==> config.mk <==
export PLATFORM = sky130hd
export DESIGN_NAME = mem_subsys
export DESIGN_NICKNAME = d
export VERILOG_FILES = /design/src/xbar_pkg.sv /design/src/mem_subsys.sv /design/src/mem_xbar.sv /design/src/clint.sv /design/src/icache.sv
export SDC_FILE = /design/constraint.sdc
export NUM_CORES = 1
export LEC_CHECK = 0
export ABC_AREA = 1
export BUFFER_PORTS_ARGS = -buffer_cell sky130_fd_sc_hd__buf_2
export CAP_MARGIN = 10
export CORE_MARGIN = 2
export CORE_UTILIZATION = 35
export DETAILED_ROUTE_END_ITERATION = 16
export PLACE_DENSITY_LB_ADDON = 0.25
export SLEW_MARGIN = 20
export SYNTH_ARGS = -nofsm -noshare
export SYNTH_HDL_FRONTEND = slang
export SYNTH_HIERARCHICAL = 1
export SYNTH_SLANG_ARGS = --single-unit
==> constraint.sdc <==
create_clock -name clock -period 8.3 [get_ports clock]
set_input_delay 0.415 -clock clock [delete_from_list [all_inputs] [get_ports clock]]
set_output_delay 0.415 -clock clock [all_outputs]
set_load 0.005 [all_outputs]
==> src/xbar_pkg.sv <==
`default_nettype none

package xbar_pkg;

	// ****************************************
	// vector types
	// ****************************************

	typedef logic [31:0] addr_t; // byte address
	typedef logic [63:0] data_t; // ext / lsu beat
	typedef logic [31:0] word_t; // instruction word, cache entry
	typedef logic [7:0]  strb_t;
	typedef logic [2:0]  size_t; // axi size code
	typedef logic [1:0]  resp_t; // bit 1 set = error or miss

	// ****************************************
	// address map and cache geometry
	// ****************************************

	localparam addr_t CLINT_BASE = 32'h0200_0000;
	localparam addr_t CLINT_LAST = 32'h0200_ffff;

	localparam int ICACHE_LINES = 16;
	localparam int ICACHE_IDX_W = 4; // index is addr[5:2]

	localparam resp_t resp_okay   = 2'b00;
	localparam resp_t resp_decerr = 2'b11; // also the cache miss code

	localparam size_t SIZE_WORD = 3'd2; // fetches and fills

	// ****************************************
	// channel payloads
	// ****************************************

	typedef struct packed {
		addr_t addr;
		size_t size;
	} ar_req_t;

	typedef struct packed {
		data_t data; // requested word in the low half
		resp_t resp;
	} r_rsp_t;

	typedef struct packed {
		addr_t addr;
		size_t size;
	} aw_req_t;

	typedef struct packed {
		data_t data;
		strb_t strb;
	} w_beat_t;

endpackage

`default_nettype wire
==> src/mem_subsys.sv <==
`timescale 1ns/1ps
`default_nettype none

module mem_subsys (
	input  wire                    clock,
	input  wire                    reset,

	input  wire xbar_pkg::ar_req_t ifu_ar,
	input  wire                    ifu_arvalid,
	output logic                   ifu_arready,
	output xbar_pkg::r_rsp_t       ifu_r,
	output logic                   ifu_rvalid,
	input  wire                    ifu_rready,

	input  wire xbar_pkg::ar_req_t lsu_ar,
	input  wire                    lsu_arvalid,
	output logic                   lsu_arready,
	output xbar_pkg::r_rsp_t       lsu_r,
	output logic                   lsu_rvalid,
	input  wire                    lsu_rready,
	input  wire xbar_pkg::aw_req_t lsu_aw,
	input  wire                    lsu_awvalid,
	output logic                   lsu_awready,
	input  wire xbar_pkg::w_beat_t lsu_w,
	input  wire                    lsu_wvalid,
	output logic                   lsu_wready,
	output xbar_pkg::resp_t        lsu_bresp,
	output logic                   lsu_bvalid,
	input  wire                    lsu_bready,

	output xbar_pkg::ar_req_t      ext_ar,
	output logic                   ext_arvalid,
	input  wire                    ext_arready,
	input  wire xbar_pkg::r_rsp_t  ext_r,
	input  wire                    ext_rvalid,
	output logic                   ext_rready,
	output xbar_pkg::aw_req_t      ext_aw,
	output logic                   ext_awvalid,
	input  wire                    ext_awready,
	output xbar_pkg::w_beat_t      ext_w,
	output logic                   ext_wvalid,
	input  wire                    ext_wready,
	input  wire xbar_pkg::resp_t   ext_bresp,
	input  wire                    ext_bvalid,
	output logic                   ext_bready
);

	xbar_pkg::addr_t ic_araddr, ic_awaddr, cl_araddr;
	xbar_pkg::word_t ic_rdata, ic_wdata, cl_rdata;
	xbar_pkg::resp_t ic_rresp;
	logic ic_arvalid, ic_arready, ic_rvalid, ic_rready;
	logic ic_awvalid, ic_awready, ic_wvalid, ic_wready, ic_bvalid, ic_bready;
	logic cl_arvalid, cl_arready, cl_rvalid, cl_rready;

	mem_xbar u_xbar (
		.*,
		.ic_r ({32'b0, ic_rdata, ic_rresp}) // cache word in the low half
	);

	icache u_icache (
		.clock   (clock),
		.reset   (reset),
		.araddr  (ic_araddr),
		.arvalid (ic_arvalid),
		.arready (ic_arready),
		.rdata   (ic_rdata),
		.rresp   (ic_rresp),
		.rvalid  (ic_rvalid),
		.rready  (ic_rready),
		.awaddr  (ic_awaddr),
		.awvalid (ic_awvalid),
		.awready (ic_awready),
		.wdata   (ic_wdata),
		.wvalid  (ic_wvalid),
		.wready  (ic_wready),
		.bvalid  (ic_bvalid),
		.bready  (ic_bready)
	);

	clint u_clint (
		.clock   (clock),
		.reset   (reset),
		.araddr  (cl_araddr),
		.arvalid (cl_arvalid),
		.arready (cl_arready),
		.rdata   (cl_rdata),
		.rvalid  (cl_rvalid),
		.rready  (cl_rready)
	);

endmodule

`default_nettype wire

==> src/mem_xbar.sv <==
`timescale 1ns/1ps
`default_nettype none

module mem_xbar (
	input  wire                      clock,
	input  wire                      reset,

	input  wire xbar_pkg::ar_req_t   ifu_ar,
	input  wire                      ifu_arvalid,
	output logic                     ifu_arready,
	output xbar_pkg::r_rsp_t         ifu_r,
	output logic                     ifu_rvalid,
	input  wire                      ifu_rready,

	input  wire xbar_pkg::ar_req_t   lsu_ar,
	input  wire                      lsu_arvalid,
	output logic                     lsu_arready,
	output xbar_pkg::r_rsp_t         lsu_r,
	output logic                     lsu_rvalid,
	input  wire                      lsu_rready,
	input  wire xbar_pkg::aw_req_t   lsu_aw,
	input  wire                      lsu_awvalid,
	output logic                     lsu_awready,
	input  wire xbar_pkg::w_beat_t   lsu_w,
	input  wire                      lsu_wvalid,
	output logic                     lsu_wready,
	output xbar_pkg::resp_t          lsu_bresp,
	output logic                     lsu_bvalid,
	input  wire                      lsu_bready,

	output xbar_pkg::ar_req_t        ext_ar,
	output logic                     ext_arvalid,
	input  wire                      ext_arready,
	input  wire xbar_pkg::r_rsp_t    ext_r,
	input  wire                      ext_rvalid,
	output logic                     ext_rready,
	output xbar_pkg::aw_req_t        ext_aw,
	output logic                     ext_awvalid,
	input  wire                      ext_awready,
	output xbar_pkg::w_beat_t        ext_w,
	output logic                     ext_wvalid,
	input  wire                      ext_wready,
	input  wire xbar_pkg::resp_t     ext_bresp,
	input  wire                      ext_bvalid,
	output logic                     ext_bready,

	output xbar_pkg::addr_t          ic_araddr,
	output logic                     ic_arvalid,
	input  wire                      ic_arready,
	input  wire xbar_pkg::r_rsp_t    ic_r,
	input  wire                      ic_rvalid,
	output logic                     ic_rready,
	output xbar_pkg::addr_t          ic_awaddr,
	output logic                     ic_awvalid,
	input  wire                      ic_awready,
	output xbar_pkg::word_t          ic_wdata,
	output logic                     ic_wvalid,
	input  wire                      ic_wready,
	input  wire                      ic_bvalid,
	output logic                     ic_bready,

	output xbar_pkg::addr_t          cl_araddr,
	output logic                     cl_arvalid,
	input  wire                      cl_arready,
	input  wire xbar_pkg::word_t     cl_rdata,
	input  wire                      cl_rvalid,
	output logic                     cl_rready
);

	typedef enum logic [2:0] {
		IDLE,
		IFU_LOOKUP,
		IFU_FETCH,
		IFU_FILL,
		IFU_REPLY,
		LSU_READ,
		LSU_REPLY
	} state_t;

	state_t state, state_n;

	xbar_pkg::addr_t  req_addr;
	xbar_pkg::size_t  req_size;
	logic             req_clint;
	xbar_pkg::r_rsp_t rsp_q; // answer for whichever unit is served

	logic ifu_ar_hs, lsu_ar_hs, lsu_in_clint;
	logic ic_ar_hs, ic_r_hs, ic_aw_hs, ic_w_hs, ic_b_hs;
	logic ext_ar_hs, ext_r_hs, cl_ar_hs, cl_r_hs;

	assign ifu_ar_hs = ifu_arvalid & ifu_arready;
	assign lsu_ar_hs = lsu_arvalid & lsu_arready;
	assign ic_ar_hs  = ic_arvalid & ic_arready;
	assign ic_r_hs   = ic_rvalid & ic_rready;
	assign ic_aw_hs  = ic_awvalid & ic_awready;
	assign ic_w_hs   = ic_wvalid & ic_wready;
	assign ic_b_hs   = ic_bvalid & ic_bready;
	assign ext_ar_hs = ext_arvalid & ext_arready;
	assign ext_r_hs  = ext_rvalid & ext_rready;
	assign cl_ar_hs  = cl_arvalid & cl_arready;
	assign cl_r_hs   = cl_rvalid & cl_rready;

	assign lsu_in_clint = (lsu_ar.addr >= xbar_pkg::CLINT_BASE) &&
		(lsu_ar.addr <= xbar_pkg::CLINT_LAST);

	// ****************************************
	// read state machine
	// ****************************************

	always_comb begin
		state_n = state;
		case (state)
			IDLE:
				if (ifu_ar_hs) state_n = IFU_LOOKUP;
				else if (lsu_ar_hs) state_n = LSU_READ;
			IFU_LOOKUP:
				if (ic_r_hs) state_n = ic_r.resp[1] ? IFU_FETCH : IFU_REPLY; // miss goes out
			IFU_FETCH:
				if (ext_r_hs) state_n = ext_r.resp[1] ? IFU_REPLY : IFU_FILL; // no fill on error
			IFU_FILL:
				if (ic_b_hs) state_n = IFU_REPLY;
			IFU_REPLY:
				if (ifu_rready) state_n = IDLE;
			LSU_READ:
				if (ext_r_hs | cl_r_hs) state_n = LSU_REPLY;
			LSU_REPLY:
				if (lsu_rready) state_n = IDLE;
			default:
				state_n = IDLE;
		endcase
	end

	always_ff @(posedge clock) begin
		if (reset) begin
			state       <= IDLE;
			ifu_arready <= 1'b0;
			lsu_arready <= 1'b0;
			ic_arvalid  <= 1'b0;
			ic_awvalid  <= 1'b0;
			ic_wvalid   <= 1'b0;
			ext_arvalid <= 1'b0;
			cl_arvalid  <= 1'b0;
		end else begin
			state <= state_n;
			// one-cycle grant pulses, ifu first
			ifu_arready <= (state == IDLE) & ifu_arvalid & ~ifu_arready & ~lsu_arready;
			lsu_arready <= (state == IDLE) & lsu_arvalid & ~ifu_arvalid &
				~ifu_arready & ~lsu_arready;

			if (ifu_ar_hs)
				ic_arvalid <= 1'b1;
			else if (ic_ar_hs)
				ic_arvalid <= 1'b0;

			if (((state == IFU_LOOKUP) & ic_r_hs & ic_r.resp[1]) | (lsu_ar_hs & ~lsu_in_clint))
				ext_arvalid <= 1'b1;
			else if (ext_ar_hs)
				ext_arvalid <= 1'b0;

			if (lsu_ar_hs & lsu_in_clint)
				cl_arvalid <= 1'b1;
			else if (cl_ar_hs)
				cl_arvalid <= 1'b0;

			if ((state == IFU_FETCH) & ext_r_hs & ~ext_r.resp[1]) begin
				ic_awvalid <= 1'b1;
				ic_wvalid  <= 1'b1;
			end else begin
				if (ic_aw_hs) ic_awvalid <= 1'b0;
				if (ic_w_hs) ic_wvalid <= 1'b0;
			end
		end
	end

	always_ff @(posedge clock) begin
		if (ifu_ar_hs) begin
			req_addr  <= ifu_ar.addr;
			req_size  <= xbar_pkg::SIZE_WORD;
			req_clint <= 1'b0;
		end else if (lsu_ar_hs) begin
			req_addr  <= lsu_ar.addr;
			req_size  <= lsu_ar.size;
			req_clint <= lsu_in_clint; // decoded once here
		end

		if (ic_r_hs)
			rsp_q <= '{data: {32'b0, ic_r.data[31:0]}, resp: ic_r.resp};
		if (ext_r_hs) begin
			if (state == IFU_FETCH)
				rsp_q <= '{data: {32'b0, ext_r.data[31:0]}, resp: ext_r.resp};
			else
				rsp_q <= ext_r;
		end
		if (cl_r_hs)
			rsp_q <= '{data: {32'b0, cl_rdata}, resp: xbar_pkg::resp_okay};
	end

	assign ic_araddr  = req_addr;
	assign ic_awaddr  = req_addr;
	assign ic_wdata   = rsp_q.data[31:0]; // word just fetched
	assign ic_rready  = (state == IFU_LOOKUP);
	assign ic_bready  = (state == IFU_FILL);

	assign ext_ar     = '{addr: req_addr, size: req_size};
	assign ext_rready = (state == IFU_FETCH) | ((state == LSU_READ) & ~req_clint);
	assign cl_araddr  = req_addr;
	assign cl_rready  = (state == LSU_READ) & req_clint;

	assign ifu_r      = rsp_q;
	assign ifu_rvalid = (state == IFU_REPLY);
	assign lsu_r      = rsp_q;
	assign lsu_rvalid = (state == LSU_REPLY);

	// ****************************************
	// write pass-through
	// ****************************************

	assign ext_aw      = lsu_aw;
	assign ext_awvalid = lsu_awvalid;
	assign lsu_awready = ext_awready;
	assign ext_w       = lsu_w;
	assign ext_wvalid  = lsu_wvalid;
	assign lsu_wready  = ext_wready;
	assign lsu_bresp   = ext_bresp;
	assign lsu_bvalid  = ext_bvalid;
	assign ext_bready  = lsu_bready;

	a_one_target: assert property (@(posedge clock) disable iff (reset)
		!(ext_arvalid && cl_arvalid));

	a_ifu_hold: assert property (@(posedge clock) disable iff (reset)
		ifu_rvalid && !ifu_rready |=> ifu_rvalid && $stable(ifu_r));

	a_lsu_hold: assert property (@(posedge clock) disable iff (reset)
		lsu_rvalid && !lsu_rready |=> lsu_rvalid && $stable(lsu_r));

endmodule

`default_nettype wire

==> src/clint.sv <==
`timescale 1ns/1ps
`default_nettype none

module clint (
	input  wire                  clock,
	input  wire                  reset,

	input  wire xbar_pkg::addr_t araddr,
	input  wire                  arvalid,
	output logic                 arready,
	output xbar_pkg::word_t      rdata,
	output logic                 rvalid,
	input  wire                  rready
);

	xbar_pkg::word_t mtime;
	logic ar_hs;

	assign ar_hs = arvalid & arready;

	always_ff @(posedge clock) begin
		if (reset) begin
			mtime   <= '0;
			arready <= 1'b0;
			rvalid  <= 1'b0;
		end else begin
			mtime   <= mtime + 1'b1; // free running
			arready <= arvalid & ~arready & ~rvalid;
			if (ar_hs)
				rvalid <= 1'b1;
			else if (rready)
				rvalid <= 1'b0;
		end
	end

	// any offset in the window reads mtime
	always_ff @(posedge clock) begin
		if (ar_hs) rdata <= mtime;
	end

	// only addresses the crossbar decoded as CLINT may land here
	a_in_window: assert property (@(posedge clock) disable iff (reset)
		ar_hs |-> (araddr >= xbar_pkg::CLINT_BASE) && (araddr <= xbar_pkg::CLINT_LAST));

endmodule

`default_nettype wire

==> src/icache.sv <==
`timescale 1ns/1ps
`default_nettype none

module icache (
	input  wire                  clock,
	input  wire                  reset,

	input  wire xbar_pkg::addr_t araddr,
	input  wire                  arvalid,
	output logic                 arready,
	output xbar_pkg::word_t      rdata,
	output xbar_pkg::resp_t      rresp,
	output logic                 rvalid,
	input  wire                  rready,

	input  wire xbar_pkg::addr_t awaddr,
	input  wire                  awvalid,
	output logic                 awready,
	input  wire xbar_pkg::word_t wdata,
	input  wire                  wvalid,
	output logic                 wready,
	output logic                 bvalid,
	input  wire                  bready
);

	xbar_pkg::word_t lines [xbar_pkg::ICACHE_LINES];
	logic [31:xbar_pkg::ICACHE_IDX_W+2] tags [xbar_pkg::ICACHE_LINES];
	logic [xbar_pkg::ICACHE_LINES-1:0] line_valid;

	xbar_pkg::addr_t rd_addr;
	logic rd_pend; // lookup happens next edge
	logic [xbar_pkg::ICACHE_IDX_W-1:0] rd_idx;
	logic rd_hit;

	xbar_pkg::addr_t fill_addr;
	xbar_pkg::word_t fill_data;
	logic aw_done, w_done;
	logic aw_hs, w_hs, fill_go;
	xbar_pkg::addr_t fill_a;
	xbar_pkg::word_t fill_w;
	logic [xbar_pkg::ICACHE_IDX_W-1:0] fill_idx;

	assign rd_idx = rd_addr[xbar_pkg::ICACHE_IDX_W+1:2];
	assign rd_hit = line_valid[rd_idx] && (tags[rd_idx] == rd_addr[31:xbar_pkg::ICACHE_IDX_W+2]);

	// ****************************************
	// fill port
	// ****************************************

	assign awready = ~aw_done & ~bvalid;
	assign wready  = ~w_done & ~bvalid;
	assign aw_hs   = awvalid & awready;
	assign w_hs    = wvalid & wready;
	assign fill_go = (aw_done | aw_hs) & (w_done | w_hs); // second half just arrived

	assign fill_a   = aw_done ? fill_addr : awaddr;
	assign fill_w   = w_done ? fill_data : wdata;
	assign fill_idx = fill_a[xbar_pkg::ICACHE_IDX_W+1:2];

	always_ff @(posedge clock) begin
		if (reset) begin
			arready    <= 1'b0;
			rd_pend    <= 1'b0;
			rvalid     <= 1'b0;
			aw_done    <= 1'b0;
			w_done     <= 1'b0;
			bvalid     <= 1'b0;
			line_valid <= '0;
		end else begin
			arready <= arvalid & ~arready & ~rd_pend & ~rvalid;
			rd_pend <= arvalid & arready;
			if (rd_pend)
				rvalid <= 1'b1;
			else if (rready)
				rvalid <= 1'b0;

			if (fill_go) begin
				aw_done              <= 1'b0;
				w_done               <= 1'b0;
				bvalid               <= 1'b1;
				line_valid[fill_idx] <= 1'b1;
			end else begin
				if (aw_hs) aw_done <= 1'b1;
				if (w_hs) w_done <= 1'b1;
				if (bready) bvalid <= 1'b0;
			end
		end
	end

	always_ff @(posedge clock) begin
		if (arvalid & arready) rd_addr <= araddr;
		if (rd_pend) begin // response word held until rready
			rdata <= lines[rd_idx];
			rresp <= rd_hit ? xbar_pkg::resp_okay : xbar_pkg::resp_decerr;
		end
		if (aw_hs) fill_addr <= awaddr;
		if (w_hs) fill_data <= wdata;
		if (fill_go) begin
			lines[fill_idx] <= fill_w;
			tags[fill_idx]  <= fill_a[31:xbar_pkg::ICACHE_IDX_W+2];
		end
	end

	// the crossbar only fills after it has taken the lookup result
	a_no_overlap: assert property (@(posedge clock) disable iff (reset)
		!((rd_pend || rvalid) && (aw_done || w_done || bvalid)));

endmodule

`default_nettype wire

==> results of run 1 <==
final cells by class:
cell class,instances,area [um2]
repair buffers,487,3173
clock buffers,183,3664
diodes,1,2.502
fillers,14320,90560
inverters,279,1062
multi-input cells,2600,11940
well taps,2016,2522
flip-flops and latches,1257,36680
clock inverters,44,352.8
critical path, stage by stage (launching register included):
cell	delay, ps
dfxtp_2	1070
inv_1	90
buf_4	340
or2_2	340
o21ai_0	140
nand3_1	390
nor2_4	930
buf_4	830
flip-flops by register name, indices dropped and copies added (netlist names), 3 cells and up, named ones only:
| name | count |
|---|---|
| u_xbar/ic_wdata | 32 |
| u_xbar/req_size | 3 |
| u_clint/mtime | 32 |
| u_xbar/ifu_r | 34 |
| u_icache/lines | 512 |
| u_icache/fill_addr | 30 |
| u_xbar/cl_araddr | 32 |
| u_icache/rdata | 32 |
| u_clint/rdata | 32 |
| u_icache/tags | 416 |
| u_icache/line_valid | 16 |
| u_xbar/state | 3 |
| u_icache/rd_addr | 30 |
| u_icache/fill_data | 32 |
where the power goes:
part	switching [uW]	internal, uW	leakage, uW
combinational	601	329	0.00869
sequential	142	7180	0.0113
clock	2390	3250	0.00196
total	3130	10800	0.0219
repair_timing:
item,CTS,global route
hold buffers,115,0
setup buffers,0,0
hold endpoints to repair,94,0
per-stage QoR:
stage                     hold WS, ps  util (%)  power, uW  cells
after CTS                       4.217     39.61      14010   6866
after floorplan                 416.4         -       8076   4683
after detailed placement        434.3     36.16       8328   6524
after global placement          429.2     36.16       8315   6524
final                           44.26     39.61      13890   6867
after global routing            29.07     39.61      14380   6866
worst max-delay path by stage:
stage	startpoint	endpoint	cells after the start
after global routing	u_icache/aw_done	u_icache/tags[2][4]	7
after CTS	u_icache/aw_done	u_icache/tags[2][22]	7
final	u_icache/aw_done	u_icache/tags[2][4]	7
after detailed placement	u_icache/aw_done	u_icache/tags[2][8]	7
after global placement	u_icache/aw_done	u_icache/tags[2][18]	7
after floorplan	u_icache/w_done	u_icache/lines[0][0]	6
cells in the final DEF (no fill, tap or decap), types with 23 or more instances in the layout:
cell type      instances
edfxtp_1            1149
nand2_1             1062
nor2_1               505
nand3_1              353
o21ai_0              322
buf_2                313
inv_1                265
clkbuf_16            139
dlygate4sd3_1        115
o221ai_1             103
dfxtp_1              102
buf_4                 58
o211ai_1              49
clkbuf_1              42
a21oi_1               34
a31oi_1               32
o22ai_1               27
nor2_4                24
clkinv_1              23
per-layer routing:
| layer | part of all wire, % | vias up | track usage (%) |
|---|---|---|---|
| met5 | 0 | - | 0 |
| met4 | 2.5 | 0 | 5.873 |
| met3 | 6.8 | 246 | 3.422 |
| met2 | 47 | 1180 | 30.19 |
| met1 | 44 | 16750 | 26.08 |
| li1 | - | 15990 | - |
==> flow_metrics.env, run 1 <==
export IMPL_fp_dieH_um=392.9
export IMPL_rsz0062_at_grt="false"
export IMPL_setup_tns_ps=0
export IMPL_avgRoutedWirePerCell_um=21.77
export IMPL_start_kind="flop"
export IMPL_first_pass_iters=5
export IMPL_syn_nets=4943
export IMPL_powerDensity_nw_per_um2=233.8
export IMPL_num_vias=34170
export IMPL_p_leak_uw=0.02193
export IMPL_hold_violations=0
export IMPL_slew_headroom_pct=12.84
export IMPL_worst_pin_slew_ps=1307
export IMPL_numCtsBuffers=132
export IMPL_row_count=142
export IMPL_ir_worst_vdd_v=0.0002052
export IMPL_drv_cap=0
export IMPL_arrival_ps=5050
export IMPL_synth_cells=4683
export IMPL_die_area_um2=154300
export IMPL_drtAntennaViolNets=0
export IMPL_hp_start="ext_r[3]"
export IMPL_cts_root_buffer="clkbuf_16"
export IMPL_port_buffers=313
export IMPL_whs_endpoint="u_xbar/ic_wdata[1]"
export IMPL_nets=5017
export IMPL_r2r_end="u_icache/tags[2][4]"
export IMPL_avgSynthCellArea_um2=11.30
export IMPL_insertion_delay_ps=760
export IMPL_drc=0
export IMPL_final_layout_size_suffix_gt1_share_pct=12.70
export IMPL_rr_worst_depth=7
export IMPL_grt_pass1_vias=32110
export IMPL_min_period_ps=4684
export IMPL_cts_tree="built"
export IMPL_yosys_warnings=6
export IMPL_drt_iter0_markers=2816
export IMPL_worst_setup_path_end_kind="flop"
export IMPL_grt_ovfl_total=0
export IMPL_cts_sinks=1257
export IMPL_wl_um=149500
export IMPL_worstReg2RegStart="u_icache/aw_done"
export IMPL_start_util_pct=35.29
export IMPL_antenna_found_initial=2
export IMPL_hpwlAfterDp_um=81960
export IMPL_gp_congestion=0.8000
export IMPL_coreArea_um2=150000
export IMPL_setup_viol=0
export IMPL_critPathKind="reg -> reg"
export IMPL_cts_buffer_depth=3
export IMPL_min_path_cells=3
export IMPL_fp_dieW_um=392.9
export IMPL_grt_max_degree=252
export IMPL_fin_skew_ps=23.75
export IMPL_synthToLayoutAreaGrowth_pct=12.24
export IMPL_netlist_area_um2=52920
export IMPL_num_io_pins=547
export IMPL_htreeDepth=4
export IMPL_reg2reg_slack_ps=3620
export IMPL_cp_max_fo=37
export IMPL_grtUsageTotal_pct=18.88
export IMPL_grt_first_pass_wirelength_um=214800
export IMPL_finalMaxSlewViolations=0
export IMPL_outcome="complete, no violations"
export IMPL_setup_ws_ps=3616
export IMPL_pre_cts_ws_ps=3659
export IMPL_postLayoutCellArea_um2=59400
export IMPL_cts_clk_slew_worst_paths_ps=60
export IMPL_fin_crit_sh_pct=56.44
export IMPL_dpl_cell_area_um2=54230
export IMPL_worst_hold_path_type="in -> reg"
export IMPL_crit_required_ps=8660
export IMPL_cts_resized=0
export IMPL_routed_via_density=4.976
export IMPL_fmax_ghz=0.2135
Power figures use the tool's default switching activity.
==> run 2, diff against run 1 <==
==> constraint.sdc (replaced) <==
create_clock -name clock -period 4.5 [get_ports clock]
set_input_delay 0.225 -clock clock [delete_from_list [all_inputs] [get_ports clock]]
set_output_delay 0.225 -clock clock [all_outputs]
set_load 0.005 [all_outputs]
==> run 2 against run 1 <==
Non-clock buffer count up 47. Total power grew 84%. Register-to-register slack worse by 2300 ps. Sequential cell count unchanged. Largest power group unchanged. Global-route usage is 0.096 points lower. First-iteration DRC count shrank 1.1%.
==> flow_metrics.env, run 2 (synthesis gave the netlist of run 1 again) <==
export IMPL_synthToLayoutAreaGrowth_pct=13.33
export IMPL_fp_dieH_um=392.9
export IMPL_first_pass_iters=6
export IMPL_fp_dieW_um=392.9
export IMPL_setup_viol=0
export IMPL_rr_worst_depth=13
export IMPL_final_common_cell="edfxtp_1"
export IMPL_row_count=142
export IMPL_start_kind="flop"
export IMPL_arrival_ps=3690
export IMPL_multi_input_area_um2=11960
export IMPL_avgRoutedWirePerCell_um=21.51
export IMPL_fin_crit_sh_pct=71.60
export IMPL_cp_slowest_cell="inv_4"
export IMPL_cts_clk_slew_worst_paths_ps=60
export IMPL_crit_chain="inv_4 -> buf_4 -> nand2_1 -> nand3_1 -> nand3_1 -> nand3_1 -> nand2_1 -> nand2_1 -> nand3_1 -> nor2_1 -> nand2_1 -> nor2_1 -> nand2_1"
export IMPL_whs_endpoint="u_xbar/req_size[2]"
export IMPL_largest_reg_flops=512
export IMPL_power_share_clock_pct=40.5
export IMPL_worst_pin_slew_ps=1046
export IMPL_antenna_found_initial=2
export IMPL_num_vias=34430
export IMPL_p_int_uw=19730
export IMPL_post_cts_buffers=0
export IMPL_power_frac_comb_pct=6.8
export IMPL_worst_hold_path_type="in -> reg"
export IMPL_numCtsBuffers=131
export IMPL_grt_pass1_vias=32480
export IMPL_setup_tns_ps=0
export IMPL_wl_um=148900
export IMPL_r2r_end="u_icache/rresp[0]"
export IMPL_cp_max_fo=71
export IMPL_crit_top_cell="nand2_1"
export IMPL_crit_required_ps=4970
export IMPL_htreeDepth=4
export IMPL_cts_buffer_depth=3
export IMPL_sequentialPowerShare_pct=52.7
export IMPL_grtUsageTotal_pct=18.79
export IMPL_reg2reg_slack_ps=1280
export IMPL_fin_skew_ps=25.25
export IMPL_cp_slowest_stage_delay_ps=660
export IMPL_critPathKind="reg -> reg"
export IMPL_num_fill_cells=14290
export IMPL_die_area_um2=154300
export IMPL_cts_sinks=1257
export IMPL_gp_congestion=0.7813
export IMPL_grt_max_degree=186
export IMPL_ir_worst_vdd_v=0.0003836
export IMPL_hold_violations=0
export IMPL_drv_cap=0
export IMPL_hp_start="lsu_arvalid"
export IMPL_finalMaxSlewViolations=0
export IMPL_rsz0062_at_grt="false"
export IMPL_p_leak_uw=0.02219
export IMPL_min_period_ps=3222
export IMPL_drtAntennaViolNets=0
export IMPL_start_util_pct=35.29
export IMPL_powerDensity_nw_per_um2=427.0
export IMPL_num_io_pins=547
export IMPL_worst_setup_path_end_kind="flop"
export IMPL_outcome="complete, no violations"
export IMPL_insertion_delay_ps=760
export IMPL_cts_resized=0
export IMPL_num_antenna_cells=0
export IMPL_fmax_ghz=0.3103
export IMPL_coreArea_um2=150000
export IMPL_min_path_cells=4
export IMPL_routed_via_density=4.973
export IMPL_nets=5063
export IMPL_final_layout_size_suffix_gt1_share_pct=13.29
export IMPL_cts_tree="built"
export IMPL_finish_utilization_pct=40.00
export IMPL_grt_first_pass_wirelength_um=214000
export IMPL_drc=0
export IMPL_slew_headroom_pct=30.27
export IMPL_final_cell_mix="edfxtp_1, nand2_1, nor2_1"
export IMPL_cts_root_buffer="clkbuf_16"
export IMPL_swShare_pct=22.95
export IMPL_p_sw_uw=5878
export IMPL_drt_iter0_markers=2784
export IMPL_grt_ovfl_total=0
export IMPL_ff_latch_area_um2=36680
export IMPL_hpwlAfterDp_um=83110
export IMPL_port_buffers=313
export IMPL_max_flop_register="u_icache/lines"
run 2: cell count changes in the layout (fill, tap and decap cells not counted), moves of 5 or more:
cell	previous run	this run
dlygate4sd3_1	115	138
buf_4	58	71
buf_12	1	12
clkbuf_1	42	33
clkinv_1	23	30
clkinv_2	14	20
inv_6	4	9
run 2: area by class of cell:
class	count	share of cell area, %
well taps	2016	4.206
inverters	279	1.763
multi-input cells	2600	19.93
clock inverters	66	0.8344
repair buffers	534	6.204
clock buffers	171	5.908
flip-flops and latches	1257	61.15
run 2: metrics by stage:
step           setup WS (ps)  std cells  cell area (um2)  total power [uW]  hold WS [ps]
6_report                1278       6923            59980             25610         50.37
5_1_grt                 1062       6923            59980             26520         123.8
4_1_cts                 1290       6923            59980             25830         2.201
3_5_place_dp            1314       6548            54550             15360         438.4
3_3_place_gp            1290       6548            54550             15340         430.1
2_1_floorplan          70.95       4683            52970             14900         294.1
run 2: power by group through the flow:
| stage | Clock, uW | Combinational (uW) | Sequential, uW |
|---|---|---|---|
| final | 10400 | 1750 | 13500 |
| after global routing | 11000 | 1970 | 13500 |
| after CTS | 10600 | 1760 | 13500 |
| after detailed placement | 0 | 1620 | 13700 |
| after global placement | 0 | 1600 | 13700 |
| after floorplan | 0 | 1250 | 13700 |
run 2: worst max path at each step:
stage                           endpoint             from  cells after the start  slack [ps]
finish                 u_icache/rresp[0]             flop                     13        1280
global route           u_icache/rresp[0]             flop                     13        1060
CTS                    u_icache/rresp[0]             flop                     13        1290
detailed placement     u_icache/rresp[0]             flop                     13        1310
global placement       u_icache/rresp[0]             flop                     13        1290
floorplan           u_icache/lines[0][0]  u_icache/w_done                      6          70
run 2: per-layer routing:
layer / GRT usage, % / up-vias / routed length (um)
li1: - / 16140 / -
met1: 25.62 / 16910 / 65150
met2: 30.55 / 1134 / 70640
met3: 3.044 / 252 / 9341
met4: 6.137 / 2 / 3778
met5: 0 / - / 13
run 2: critical path, delay by kind of cell, from the launching register on:
| family | cells | cell delay, ps |
|---|---|---|
| buffers and inverters | 2 | 1110 |
| DFF | 1 | 440 |
| and+or+nand+nor | 11 | 1300 |
run 2: what timing repair did:
item	CTS	global route
setup endpoints to repair	0	0
hold buffers	138	0
hold endpoints to repair	109	0
